===== src/fetch_pkg.sv =====
`default_nettype none

package fetch_pkg;

  // ==============================
  // address and line types
  // ==============================

  // byte address as seen by the fetch unit
  typedef logic [31:0] pc_t;

  // upper address bits naming one 16-byte line
  typedef logic [27:0] line_tag_t;

  // four 32-bit words, word 0 in the low bits
  typedef logic [127:0] line_t;

  // ==============================
  // cache read port
  // ==============================

  // request toward the cache, addr is line aligned
  typedef struct packed {
    logic valid;
    pc_t  addr;
  } rd_req_t;

  // response from the cache
  typedef struct packed {
    logic  valid;
    line_t data;
  } rd_rsp_t;

  // control FSM states
  typedef enum logic {
    IDLE,
    WAIT_RESP
  } fetch_state_e;

endpackage

`default_nettype wire


===== src/line_fifo.sv =====
`timescale 1ns/1ps
`default_nettype none

module line_fifo #(
  parameter int LINE_W = 128
) (
  input  wire logic              clk,
  input  wire logic              rst_n,
  input  wire logic              push_i,
  input  wire logic [LINE_W-1:0] push_line_i,
  input  wire logic              pop_i,
  input  wire logic              flush_i,
  output logic      [LINE_W-1:0] head_line_o,
  output logic                   full_o,
  output logic                   empty_o
);

  localparam int FIFO_DEPTH = 4;
  localparam int PTR_W      = $clog2(FIFO_DEPTH);

  // line storage
  logic [LINE_W-1:0] mem [FIFO_DEPTH];

  // pointers carry one extra wrap bit
  logic [PTR_W:0] wr_ptr;
  logic [PTR_W:0] rd_ptr;

  logic ptr_equal;
  logic do_push;
  logic do_pop;

  // ==============================
  // flags
  // ==============================

  assign ptr_equal = (rd_ptr == wr_ptr);
  assign full_o    = (rd_ptr == {~wr_ptr[PTR_W], wr_ptr[PTR_W-1:0]});

  // a line arriving into an empty FIFO already counts as present
  assign empty_o = ptr_equal & ~push_i;

  // flush wins over both push and pop
  assign do_push = push_i & ~full_o & ~flush_i;
  assign do_pop  = pop_i & ~empty_o & ~flush_i;

  // ==============================
  // pointers and storage
  // ==============================

  always_ff @(posedge clk) begin
    if (rst_n) begin
      wr_ptr <= '0;
    end else if (do_push) begin
      wr_ptr <= wr_ptr + 1'b1;
    end
  end

  always_ff @(posedge clk) begin
    if (rst_n) begin
      rd_ptr <= '0;
    end else if (flush_i) begin
      // drop everything held
      rd_ptr <= wr_ptr;
    end else if (do_pop) begin
      rd_ptr <= rd_ptr + 1'b1;
    end
  end

  always_ff @(posedge clk) begin
    if (do_push) begin
      mem[wr_ptr[PTR_W-1:0]] <= push_line_i;
    end
  end

  // bypass the write when the FIFO holds nothing
  assign head_line_o = (ptr_equal && push_i) ? push_line_i : mem[rd_ptr[PTR_W-1:0]];

endmodule

`default_nettype wire


===== src/inst_select.sv =====
`timescale 1ns/1ps
`default_nettype none

module inst_select #(
  parameter int              LINE_W   = 128,
  parameter fetch_pkg::pc_t  RESET_PC = 32'h8000_0000
) (
  input  wire logic                 clk,
  input  wire logic                 rst_n,
  input  wire fetch_pkg::pc_t       pc_i,
  input  wire logic [LINE_W-1:0]    head_line_i,
  input  wire logic                 empty_i,
  input  wire logic                 flush_i,
  input  wire logic                 pop_i,
  output fetch_pkg::line_tag_t      head_tag_o,
  output logic                      pc_hit_o,
  output logic                      inst_valid_o,
  output fetch_pkg::pc_t            inst_o
);

  // line that sits at the FIFO head, or will once it arrives
  fetch_pkg::line_tag_t head_tag;

  logic [31:0] word_sel;

  // ==============================
  // head line tag
  // ==============================

  always_ff @(posedge clk) begin
    if (rst_n) begin
      head_tag <= RESET_PC[31:4];
    end else if (flush_i) begin
      // jump target line becomes the new head
      head_tag <= pc_i[31:4];
    end else if (pop_i) begin
      head_tag <= head_tag + 1'b1;
    end
  end

  assign head_tag_o = head_tag;

  // ==============================
  // word select
  // ==============================

  assign pc_hit_o = (head_tag == pc_i[31:4]);

  // old contents are on their way out during a flush
  assign inst_valid_o = pc_hit_o & ~empty_i & ~flush_i;

  always_comb begin
    case (pc_i[3:2])
      2'd0:    word_sel = head_line_i[31:0];
      2'd1:    word_sel = head_line_i[63:32];
      2'd2:    word_sel = head_line_i[95:64];
      default: word_sel = head_line_i[127:96];
    endcase
  end

  // zero when nothing valid, easier to read in waves
  assign inst_o = inst_valid_o ? word_sel : '0;

endmodule

`default_nettype wire


===== src/fetch_ctrl.sv =====
`timescale 1ns/1ps
`default_nettype none

module fetch_ctrl #(
  parameter int              LINE_W   = 128,
  parameter fetch_pkg::pc_t  RESET_PC = 32'h8000_0000
) (
  input  wire logic                  clk,
  input  wire logic                  rst_n,
  input  wire logic                  jmp_flush_i,
  input  wire fetch_pkg::pc_t        pc_i,
  input  wire fetch_pkg::line_tag_t  head_tag_i,
  input  wire logic                  pc_hit_i,
  input  wire logic                  full_i,
  input  wire logic                  empty_i,
  output fetch_pkg::rd_req_t         ar_o,
  input  wire logic                  ar_ready_i,
  input  wire fetch_pkg::rd_rsp_t    r_i,
  output logic                       r_ready_o,
  output logic                       push_o,
  output logic [LINE_W-1:0]          push_line_o,
  output logic                       pop_o,
  output logic                       flush_o
);

  // lines held plus requested, never more than the FIFO holds
  localparam logic [2:0] MAX_LINES = 3'd4;

  fetch_pkg::fetch_state_e state;
  fetch_pkg::rd_req_t      ar_q;

  logic [2:0]           line_cnt;
  logic [2:0]           line_cnt_next;
  logic                 stale;
  logic                 req_take;
  logic                 rsp_take;
  logic                 issue;
  fetch_pkg::line_tag_t seq_tag;
  fetch_pkg::pc_t       req_addr;

  // ==============================
  // handshakes and FIFO control
  // ==============================

  assign req_take  = ar_q.valid & ar_ready_i;
  assign r_ready_o = (state == fetch_pkg::WAIT_RESP);
  assign rsp_take  = r_i.valid & r_ready_o;

  // responses to requests made before a jump are dropped
  assign push_o      = rsp_take & ~stale & ~jmp_flush_i;
  assign push_line_o = r_i.data;

  // pc has left the head line
  assign pop_o   = ~empty_i & ~pc_hit_i & ~jmp_flush_i;
  assign flush_o = jmp_flush_i;

  // ==============================
  // request address
  // ==============================

  assign seq_tag  = head_tag_i + fetch_pkg::line_tag_t'(line_cnt);
  assign req_addr = jmp_flush_i ? {pc_i[31:4], 4'b0000} : {seq_tag, 4'b0000};

  // a new request only when the previous one has been taken
  assign issue = (state == fetch_pkg::IDLE) & ~ar_q.valid &
                 (jmp_flush_i | ((line_cnt < MAX_LINES) & ~full_i));

  always_ff @(posedge clk) begin
    if (rst_n) begin
      ar_q <= '{valid: 1'b0, addr: {RESET_PC[31:4], 4'b0000}};
    end else if (req_take) begin
      ar_q.valid <= 1'b0;
    end else if (issue) begin
      ar_q <= '{valid: 1'b1, addr: req_addr};
    end
  end

  assign ar_o = ar_q;

  // ==============================
  // FSM
  // ==============================

  always_ff @(posedge clk) begin
    if (rst_n) begin
      state <= fetch_pkg::IDLE;
    end else begin
      case (state)
        fetch_pkg::IDLE: begin
          if (req_take) begin
            state <= fetch_pkg::WAIT_RESP;
          end
        end
        fetch_pkg::WAIT_RESP: begin
          if (rsp_take) begin
            state <= fetch_pkg::IDLE;
          end
        end
        default: state <= fetch_pkg::IDLE;
      endcase
    end
  end

  // request still pending or in flight when the jump came
  always_ff @(posedge clk) begin
    if (rst_n) begin
      stale <= 1'b0;
    end else if (jmp_flush_i &&
                 (ar_q.valid || (state == fetch_pkg::WAIT_RESP && !rsp_take))) begin
      stale <= 1'b1;
    end else if (rsp_take) begin
      stale <= 1'b0;
    end
  end

  // ==============================
  // outstanding line count
  // ==============================

  always_comb begin
    line_cnt_next = line_cnt;
    if (jmp_flush_i) begin
      line_cnt_next = issue ? 3'd1 : 3'd0;
    end else if (issue && !pop_o) begin
      line_cnt_next = line_cnt + 3'd1;
    end else if (pop_o && !issue) begin
      line_cnt_next = line_cnt - 3'd1;
    end
  end

  always_ff @(posedge clk) begin
    if (rst_n) begin
      line_cnt <= '0;
    end else begin
      line_cnt <= line_cnt_next;
    end
  end

endmodule

`default_nettype wire


===== src/fetch_buffer.sv =====
`timescale 1ns/1ps
`default_nettype none

module fetch_buffer #(
  parameter int              LINE_W   = 128,
  parameter fetch_pkg::pc_t  RESET_PC = 32'h8000_0000
) (
  input  wire logic                clk,
  input  wire logic                rst_n,
  // fetch side
  input  wire fetch_pkg::pc_t      pc_i,
  input  wire logic                jmp_flush_i,
  output logic                     inst_valid_o,
  output fetch_pkg::pc_t           inst_o,
  // cache read port
  output fetch_pkg::rd_req_t       ar_o,
  input  wire logic                ar_ready_i,
  input  wire fetch_pkg::rd_rsp_t  r_i,
  output logic                     r_ready_o
);

  logic                 push;
  logic [LINE_W-1:0]    push_line;
  logic                 pop;
  logic                 flush;
  logic [LINE_W-1:0]    head_line;
  logic                 full;
  logic                 empty;
  fetch_pkg::line_tag_t head_tag;
  logic                 pc_hit;

  // ==============================
  // control
  // ==============================

  fetch_ctrl #(
    .LINE_W   (LINE_W),
    .RESET_PC (RESET_PC)
  ) i_fetch_ctrl (
    .clk         (clk),
    .rst_n       (rst_n),
    .jmp_flush_i (jmp_flush_i),
    .pc_i        (pc_i),
    .head_tag_i  (head_tag),
    .pc_hit_i    (pc_hit),
    .full_i      (full),
    .empty_i     (empty),
    .ar_o        (ar_o),
    .ar_ready_i  (ar_ready_i),
    .r_i         (r_i),
    .r_ready_o   (r_ready_o),
    .push_o      (push),
    .push_line_o (push_line),
    .pop_o       (pop),
    .flush_o     (flush)
  );

  // ==============================
  // datapath
  // ==============================

  line_fifo #(
    .LINE_W (LINE_W)
  ) i_line_fifo (
    .clk         (clk),
    .rst_n       (rst_n),
    .push_i      (push),
    .push_line_i (push_line),
    .pop_i       (pop),
    .flush_i     (flush),
    .head_line_o (head_line),
    .full_o      (full),
    .empty_o     (empty)
  );

  inst_select #(
    .LINE_W   (LINE_W),
    .RESET_PC (RESET_PC)
  ) i_inst_select (
    .clk          (clk),
    .rst_n        (rst_n),
    .pc_i         (pc_i),
    .head_line_i  (head_line),
    .empty_i      (empty),
    .flush_i      (flush),
    .pop_i        (pop),
    .head_tag_o   (head_tag),
    .pc_hit_o     (pc_hit),
    .inst_valid_o (inst_valid_o),
    .inst_o       (inst_o)
  );

endmodule

`default_nettype wire


===== config.mk =====
export PLATFORM = sky130hd
export DESIGN_NAME = fetch_buffer
export DESIGN_NICKNAME = d
export VERILOG_FILES = /design/src/fetch_pkg.sv /design/src/line_fifo.sv /design/src/inst_select.sv /design/src/fetch_ctrl.sv /design/src/fetch_buffer.sv
export SDC_FILE = /design/constraint.sdc
export NUM_CORES = 1
export LEC_CHECK = 0
export BUFFER_PORTS_ARGS = -buffer_cell sky130_fd_sc_hd__buf_2
export CORE_ASPECT_RATIO = 0.75
export CORE_UTILIZATION = 55
export DETAILED_ROUTE_END_ITERATION = 10
export GPL_TIMING_DRIVEN = 1
export PLACE_DENSITY_LB_ADDON = 0.25
export SLEW_MARGIN = 20
export SYNTH_ARGS = -nofsm -noshare
export SYNTH_HDL_FRONTEND = slang
export SYNTH_HIERARCHICAL = 1
export SYNTH_SLANG_ARGS = --single-unit

===== constraint.sdc =====
create_clock -name clk -period 8.3 [get_ports clk]
set_clock_uncertainty 0.1 [all_clocks]
set_input_delay 2.49 -clock clk [delete_from_list [all_inputs] [get_ports clk]]
set_output_delay 2.49 -clock clk [all_outputs]
set_load 0.01 [all_outputs]

==> metrics.md, run 1 <==
| Metric | Value |
|---|---|
| Post-synthesis cell type count | 73 |
| Number of synthesized flops with an enable pin | between 500 and 600 |
| Via density | 6.08 |
| Hold Crit Class | reg -> reg |
| Max Cap Violations | 0 |
| Setup CP Type | in -> out |
| Die area | between 40000 and 50000 sq um |
| Initial DRC count | 1400 |
| Die Wd | 256 um |
| ANT nets after route | 0 |
| Buf/Inv on CP | 4 |
| Synth Flop Type | edfxtp_1 |
| Largest net degree at the start of global routing | 98 |
| Fillers | 3494 |
| Tmin final | 7.46 ns |
| Outcome | finished clean |
| Share of flip-flops with an asynchronous set or reset | 0% |
| Synth warn | 6 |
| Starting Density | a little under three fifths |
| CP most frequent cell | buf_2 |
| RSZ-0062 raised after global routing | no |
| Leakage Power | 9.71 nW |
| Peak VDD IR | 0.179 mV |
| CP Launch Type | input port |
| Yosys reg bits | ~580 |
| Core Area | approximately 48000 sq um |
| Top delay family on crit path | multiplexers |
| Syn Inst Count | between 1500 and 2000 |
| Final Routed Wirelength | 58200 um |
| Grt total ovfl | 0 |
| Register area share after synthesis | a little over three fifths |
| Core Util, Final | 61.7% |
| Relative slew slack | 24.0% |
| Initial antenna violation count | 20 |
| GPL Wtd Cong | slightly below 0.9 |
| Area delta synth->final | 10.1% |
| Num CTS Buffers | 54 |
| DRC | 0 |
| Cell Count, Final, Fillers Out | 2377 |
| Post-route design area | 29300 sq um |
| Slew at the pin with the worst max-slew slack | 1.13 ns |
| DRT Pass-1 Iters | 5 |
| Clock Latency Late Sink | around 0.6 ns |
| Worst slack, placed | 0.836 ns |
| Post-Syn Area | 26600 sq um |
| CTS sink count | 582 |
| CP max-delay cell | mux4_2 |
| Crit-path max cell delay | 0.49 ns |
| Resize count post-CTS | 0 |
| Wire per inst | 24.5 um |
| Total placed cells including tap cells | 2270 |
| Hold buffers post-CTS | 0 |
| Vias in the first global route | 14600 |
| Post-CTS setup buffer count | 0 |
| CP Capture Type | output pin |
| Pwr per Cell Area | 213 nW/um^2 |
| Fmax | 0.134 GHz |
| Final setup TNS | 0 ns |
| Die Height | 193 um |
| IO Count | 232 |
| Ratio of cells with drive above 1 in the final layout | 30.1% |
| DP HPWL | 35300 um |
| Worst-path cell chain | buf_2 -> nor3_1 -> buf_4 -> nand3_4 -> buf_12 -> mux2_1 -> mux4_2 -> nor3b_1 -> buf_2 |
| Crit path max fanout | 17 |
| Syn avg cell area | 16.7 sq um |
| H-tree levels | 2 |
| Most frequent cells in the layout | 512 x edfxtp_1, 225 x buf_2, 160 x mux4_2, 120 x mux2_1, 68 x dfxtp_1 |
| Rows | 69 |
| Deepest clock path buffer count | 3 |
| First-pass GRT wire length | 88900 um |
| # port buffers | roughly 230 |
| Commonest non-fill, non-tap cell in the layout | edfxtp_1 |
| TritonCTS clock tree | built |
| Final setup viols | 0 |
| Dpl cell area | 27500 sq um |
| Final slew viol count | 0 |
| Critical path required time | ~5.7 ns |
| Via count | 14500 |
| Final setup margin | 0.838 ns |
| Signal arrival time at the worst endpoint | 4.87 ns |
| Final Hold Viols | 0 |
| Global router's overall resource usage | 24.0% |
| Clk pin slew, worst setup/hold paths | 0.07 ns |
| Fin crit share | approximately 90% |
| Layout net count | about 1900 |
| Clk root buf | clkbuf_16 |
## cells by family (layout without fill, tap and decap cells)
logic type | after synthesis | count (layout) | synth area share [%]
adder cells (fa/ha/maj) | 11 | 11 | 0.573
multiplexers | 293 | 293 | 19.1
AND/OR/NAND/NOR | 266 | 266 | 5.92
XOR/XNOR | 70 | 70 | 2.30
buffers and inverters | 249 | 374 | 5.72
flip-flops | 582 | 582 | 63.0
AO/OA/AOI/OAI | 127 | 127 | 3.38
other | 1 | 15 | 0.0141
## cell type report
type	count	area, sq um	area share, %
flip-flops and latches	582	16800	57.2
multi-input cells	771	8380	28.6
clock buffers	75	1520	5.19
repair buffers	254	1490	5.09
well taps	639	800	2.72
clock inverters	21	245	0.836
inverters	24	90.1	0.307
diodes	11	27.5	0.0938
## layer usage
layer	GRT usage, %	vias to the layer above	share of wire [%]
met5	0	-	0.18
met4	5.73	16	1.9
met3	5.90	93	7.9
met2	36.6	453	45
met1	35.1	7471	45
li1	-	6422	-
## report_power, final
part           switching [W]  leakage (nW)  internal [W]  total [W]
clock network        0.00106         0.864       0.00143    0.00249
registers          0.0000534          5.18       0.00322    0.00327
logic               0.000250          3.67      0.000227   0.000477
total                0.00136          9.71       0.00488    0.00624
## synthesized netlist by cell type (all sizes together), types with 21 or more instances
master  number  share of area (%)
edfxtp     512                 58
buf        178                4.7
mux4       160                 14
mux2       128                5.4
dfxtp       70                5.3
clkbuf      47               0.66
nor2        44               0.62
xor2        44                1.4
nor3b       34               0.96
nand2       32               0.48
a21oi       28               0.53
xnor2       26               0.85
a211oi      25               0.72
nand3       25               0.47
and3        23               0.54
inv         23               0.32
nor3        21               0.39
## registers in the layout, summed over array words and instances, names as in the netlist, named ones only
signal / cells
i_fetch_ctrl/r_ready_o: 1
i_line_fifo/wr_ptr: 3
i_line_fifo/mem: 512
i_fetch_ctrl/line_cnt: 3
i_line_fifo/rd_ptr: 3
i_fetch_ctrl/ar_o: 29
i_fetch_ctrl/stale: 1
i_inst_select/head_tag_o: 28
## tightest hold or removal path: stages, from the launching register on
cell     delay (ns)
dfxtp_1        0.31
nand2_1        0.05
a21oi_1        0.05
## stage by stage
step	hold WS (ns)	total power (W)
after floorplan	0.333	0.00369
after global placement	0.344	0.00379
after detailed placement	0.350	0.00381
after CTS	0.358	0.00630
after global routing	0.391	0.00645
final	0.358	0.00624
## final timing paths
path,startpoint,end,slack [ns],cells past startpoint
min,i_fetch_ctrl/ar_o[10],i_fetch_ctrl/ar_o[10],0.36,2
min reg2reg,i_fetch_ctrl/ar_o[10],i_fetch_ctrl/ar_o[10],0.36,2
max reg2reg,i_inst_select/head_tag_o[3],i_inst_select/head_tag_o[17],4.04,11
max,jmp_flush_i,inst_o[21],0.84,9
Power figures use the tool's default switching activity.
==> run 2, diff against run 1 <==
--- a/config.mk
+++ b/config.mk
@@ -10,7 +10,7 @@
 export CORE_UTILIZATION = 55
 export DETAILED_ROUTE_END_ITERATION = 10
 export GPL_TIMING_DRIVEN = 1
-export PLACE_DENSITY_LB_ADDON = 0.25
+export PLACE_DENSITY = 0.84
 export SLEW_MARGIN = 20
 export SYNTH_ARGS = -nofsm -noshare
 export SYNTH_HDL_FRONTEND = slang
==> run 2 against run 1 <==
Sequential share of layout area rose by 0.22 points. Core utilization fell by 0.24 points. Register-to-register slack got worse by 0.03 ns. Maximum frequency fell by 2.1%. First-iteration DRC count fell by 4.4%. Worst setup slack got worse by 0.16 ns. Critical path type unchanged. Highest routed layer unchanged.
==> metrics.md, run 2 (synthesis results as in run 1) <==
| Metric | Value |
|---|---|
| Outcome | finished clean |
| CP max-delay cell | mux2_1 |
| GRT Max-Usage Layer | met2 |
| Total placed cells including tap cells | 2260 |
| Final Hold Viols | 0 |
| Worst reg2reg path startpoint | i_inst_select/head_tag_o[3] |
| Final setup TNS | 0 ns |
| Via count | approximately 15000 |
| Die Height | about 190 um |
| M3 GR Usage | 6.58% |
| Met2 Track Usage GR | a little over a third |
| Setup CP Type | in -> out |
| Rows | 69 |
| Pwr per Cell Area | 212 nW/um^2 |
| Max reg flops | 512 |
| Fin crit share | a little over 90% |
| Levels on crit path | 9 |
| Num CTS Buffers | 54 |
| Setup crit end | inst_o[8] |
| Hold Crit Class | reg -> reg |
| Worst slack, placed | 0.772 ns |
| Signal arrival time at the worst endpoint | 5.04 ns |
| GPL Wtd Cong | around 0.94 |
| CP Capture Type | output pin |
| Final setup viols | 0 |
| Wire per inst | 24.8 um |
| Clk root buf | clkbuf_16 |
| Core Util, Final | 61.5% |
| ANT nets after route | 0 |
| CP most frequent cell | buf_2 |
| Layout net count | 1853 |
| Clock Latency Late Sink | 0.61 ns |
| TritonCTS clock tree | built |
| Leakage Power | approximately 9.6 nW |
| Deepest clock path buffer count | 3 |
| Reg2Reg Setup Slack | 4.01 ns |
| Buf/Inv on CP | 3 |
| Initial DRC count | 1339 |
| Hold Path Origin | i_fetch_ctrl/stale |
| Crit-path max cell delay | 0.49 ns |
| Die Wd | approximately 260 um |
| H-tree levels | 2 |
| # port buffers | ~230 |
| Max Cap Violations | 0 |
| CP Launch Type | input port |
| Starting Density | between 50% and 60% |
| CTS sink count | 582 |
| Final slew viol count | 0 |
| Slew at the pin with the worst max-slew slack | 0.937 ns |
| Tmin final | between 7 and 8 ns |
| Vias in the first global route | 14800 |
| Fmax | roughly 0.13 GHz |
| Die area | 49300 sq um |
| Final setup margin | 0.675 ns |
| Resize count post-CTS | 0 |
| Core Area | 47600 sq um |
| Peak VDD IR | 0.170 mV |
| Global router's overall resource usage | 24.1% |
| Fillers | 3310 |
| Grt total ovfl | 0 |
| Seq. cell area | between 15000 and 20000 sq um |
| GR Util met1 | 34.4% |
| Dpl cell area | about 27000 sq um |
| Critical path required time | roughly 5.7 ns |
| Worst-path cell chain | buf_2 -> nand2_1 -> nor3_1 -> nand3_4 -> buf_12 -> mux2_1 -> mux4_2 -> nor3b_1 -> buf_2 |
| Top delay family on crit path | multiplexers |
| Post-CTS setup buffer count | 0 |
| Via density | 6.23 |
| Crit path max fanout | 128 |
| DRT Pass-1 Iters | 5 |
| First-pass GRT wire length | 89400 um |
| Initial antenna violation count | 25 |
| DRC | 0 |
| IO Count | 232 |
| Area delta synth->final | 9.72% |
| Relative slew slack | between 30% and 40% |
| Post-route design area | 29200 sq um |
| Most frequent cells in the layout | 512 x edfxtp_1, 225 x buf_2, 160 x mux4_2, 120 x mux2_1, 68 x dfxtp_1 |
| Crit path from | r_i[128] |
| Final Routed Wirelength | ~60000 um |
| Commonest non-fill, non-tap cell in the layout | edfxtp_1 |
| Hold buffers post-CTS | 0 |
| Ratio of cells with drive above 1 in the final layout | 29.8% |
| Worst-case reg-to-reg path depth | 10 |
| Area of the multi-input gates | 8380 sq um |
| R2r endpoint | i_inst_select/head_tag_o[19] |
| Largest net degree at the start of global routing | 129 |
| RSZ-0062 raised after global routing | no |
| DP HPWL | approximately 35000 um |
| Clk pin slew, worst setup/hold paths | 0.06 ns |
| Cell Count, Final, Fillers Out | 2376 |
-- run 2: where the power goes --
group          switching [W]  total, W  internal [W]
Clock                0.00108   0.00246       0.00138
Sequential         0.0000573   0.00327       0.00322
Combinational       0.000248  0.000475      0.000227
Total                0.00139   0.00621       0.00482
-- run 2: final cells by class --
type                       instances  share of cell area (%)
antenna                           18                   0.154
clock buffer                      66                    4.85
clock inverter                    32                    1.12
inverter                          24                   0.308
multi-input combinational        771                    28.7
sequential                       582                    57.4
tap                              639                    2.74
timing repair buffer             244                    4.77
-- run 2: worst register-to-register path, cell delays in order (launching register included) --
cell and delay [ns]:
dfxtp_1 0.64, xor2_1 0.29, nor4_1 0.12, nand4_1 0.10
buf_4 0.53, nor2_1 0.21, nor3_1 0.36, nand4_2 0.28
or4_1 0.80, or4_1 0.48, a311oi_1 0.27
-- run 2: worst min path at each step --
stage / to / slack [ns] / cells after the start
floorplan: i_fetch_ctrl/stale / 0.33 / 2
global placement: i_fetch_ctrl/ar_o[8] / 0.36 / 2
detailed placement: i_fetch_ctrl/stale / 0.36 / 2
CTS: i_fetch_ctrl/stale / 0.37 / 2
global route: i_fetch_ctrl/stale / 0.38 / 2
finish: i_fetch_ctrl/stale / 0.37 / 2
-- run 2: per-layer routing --
layer | routed length [um] | vias to the layer above | share of wire (%)
li1 | - | 6405 | -
met3 | 5640 | 125 | 9.6
met2 | 27200 | 641 | 46
met1 | 24600 | 7597 | 42
met5 | 193 | - | 0.33
met4 | 1370 | 30 | 2.3
-- run 2: stage by stage --
| stage | power (W) | hold slack (ns) |
|---|---|---|
| after CTS | 0.00625 | 0.370 |
| after global routing | 0.00641 | 0.379 |
| after detailed placement | 0.00381 | 0.362 |
| after floorplan | 0.00369 | 0.333 |
| after global placement | 0.00379 | 0.358 |
| final | 0.00621 | 0.369 |
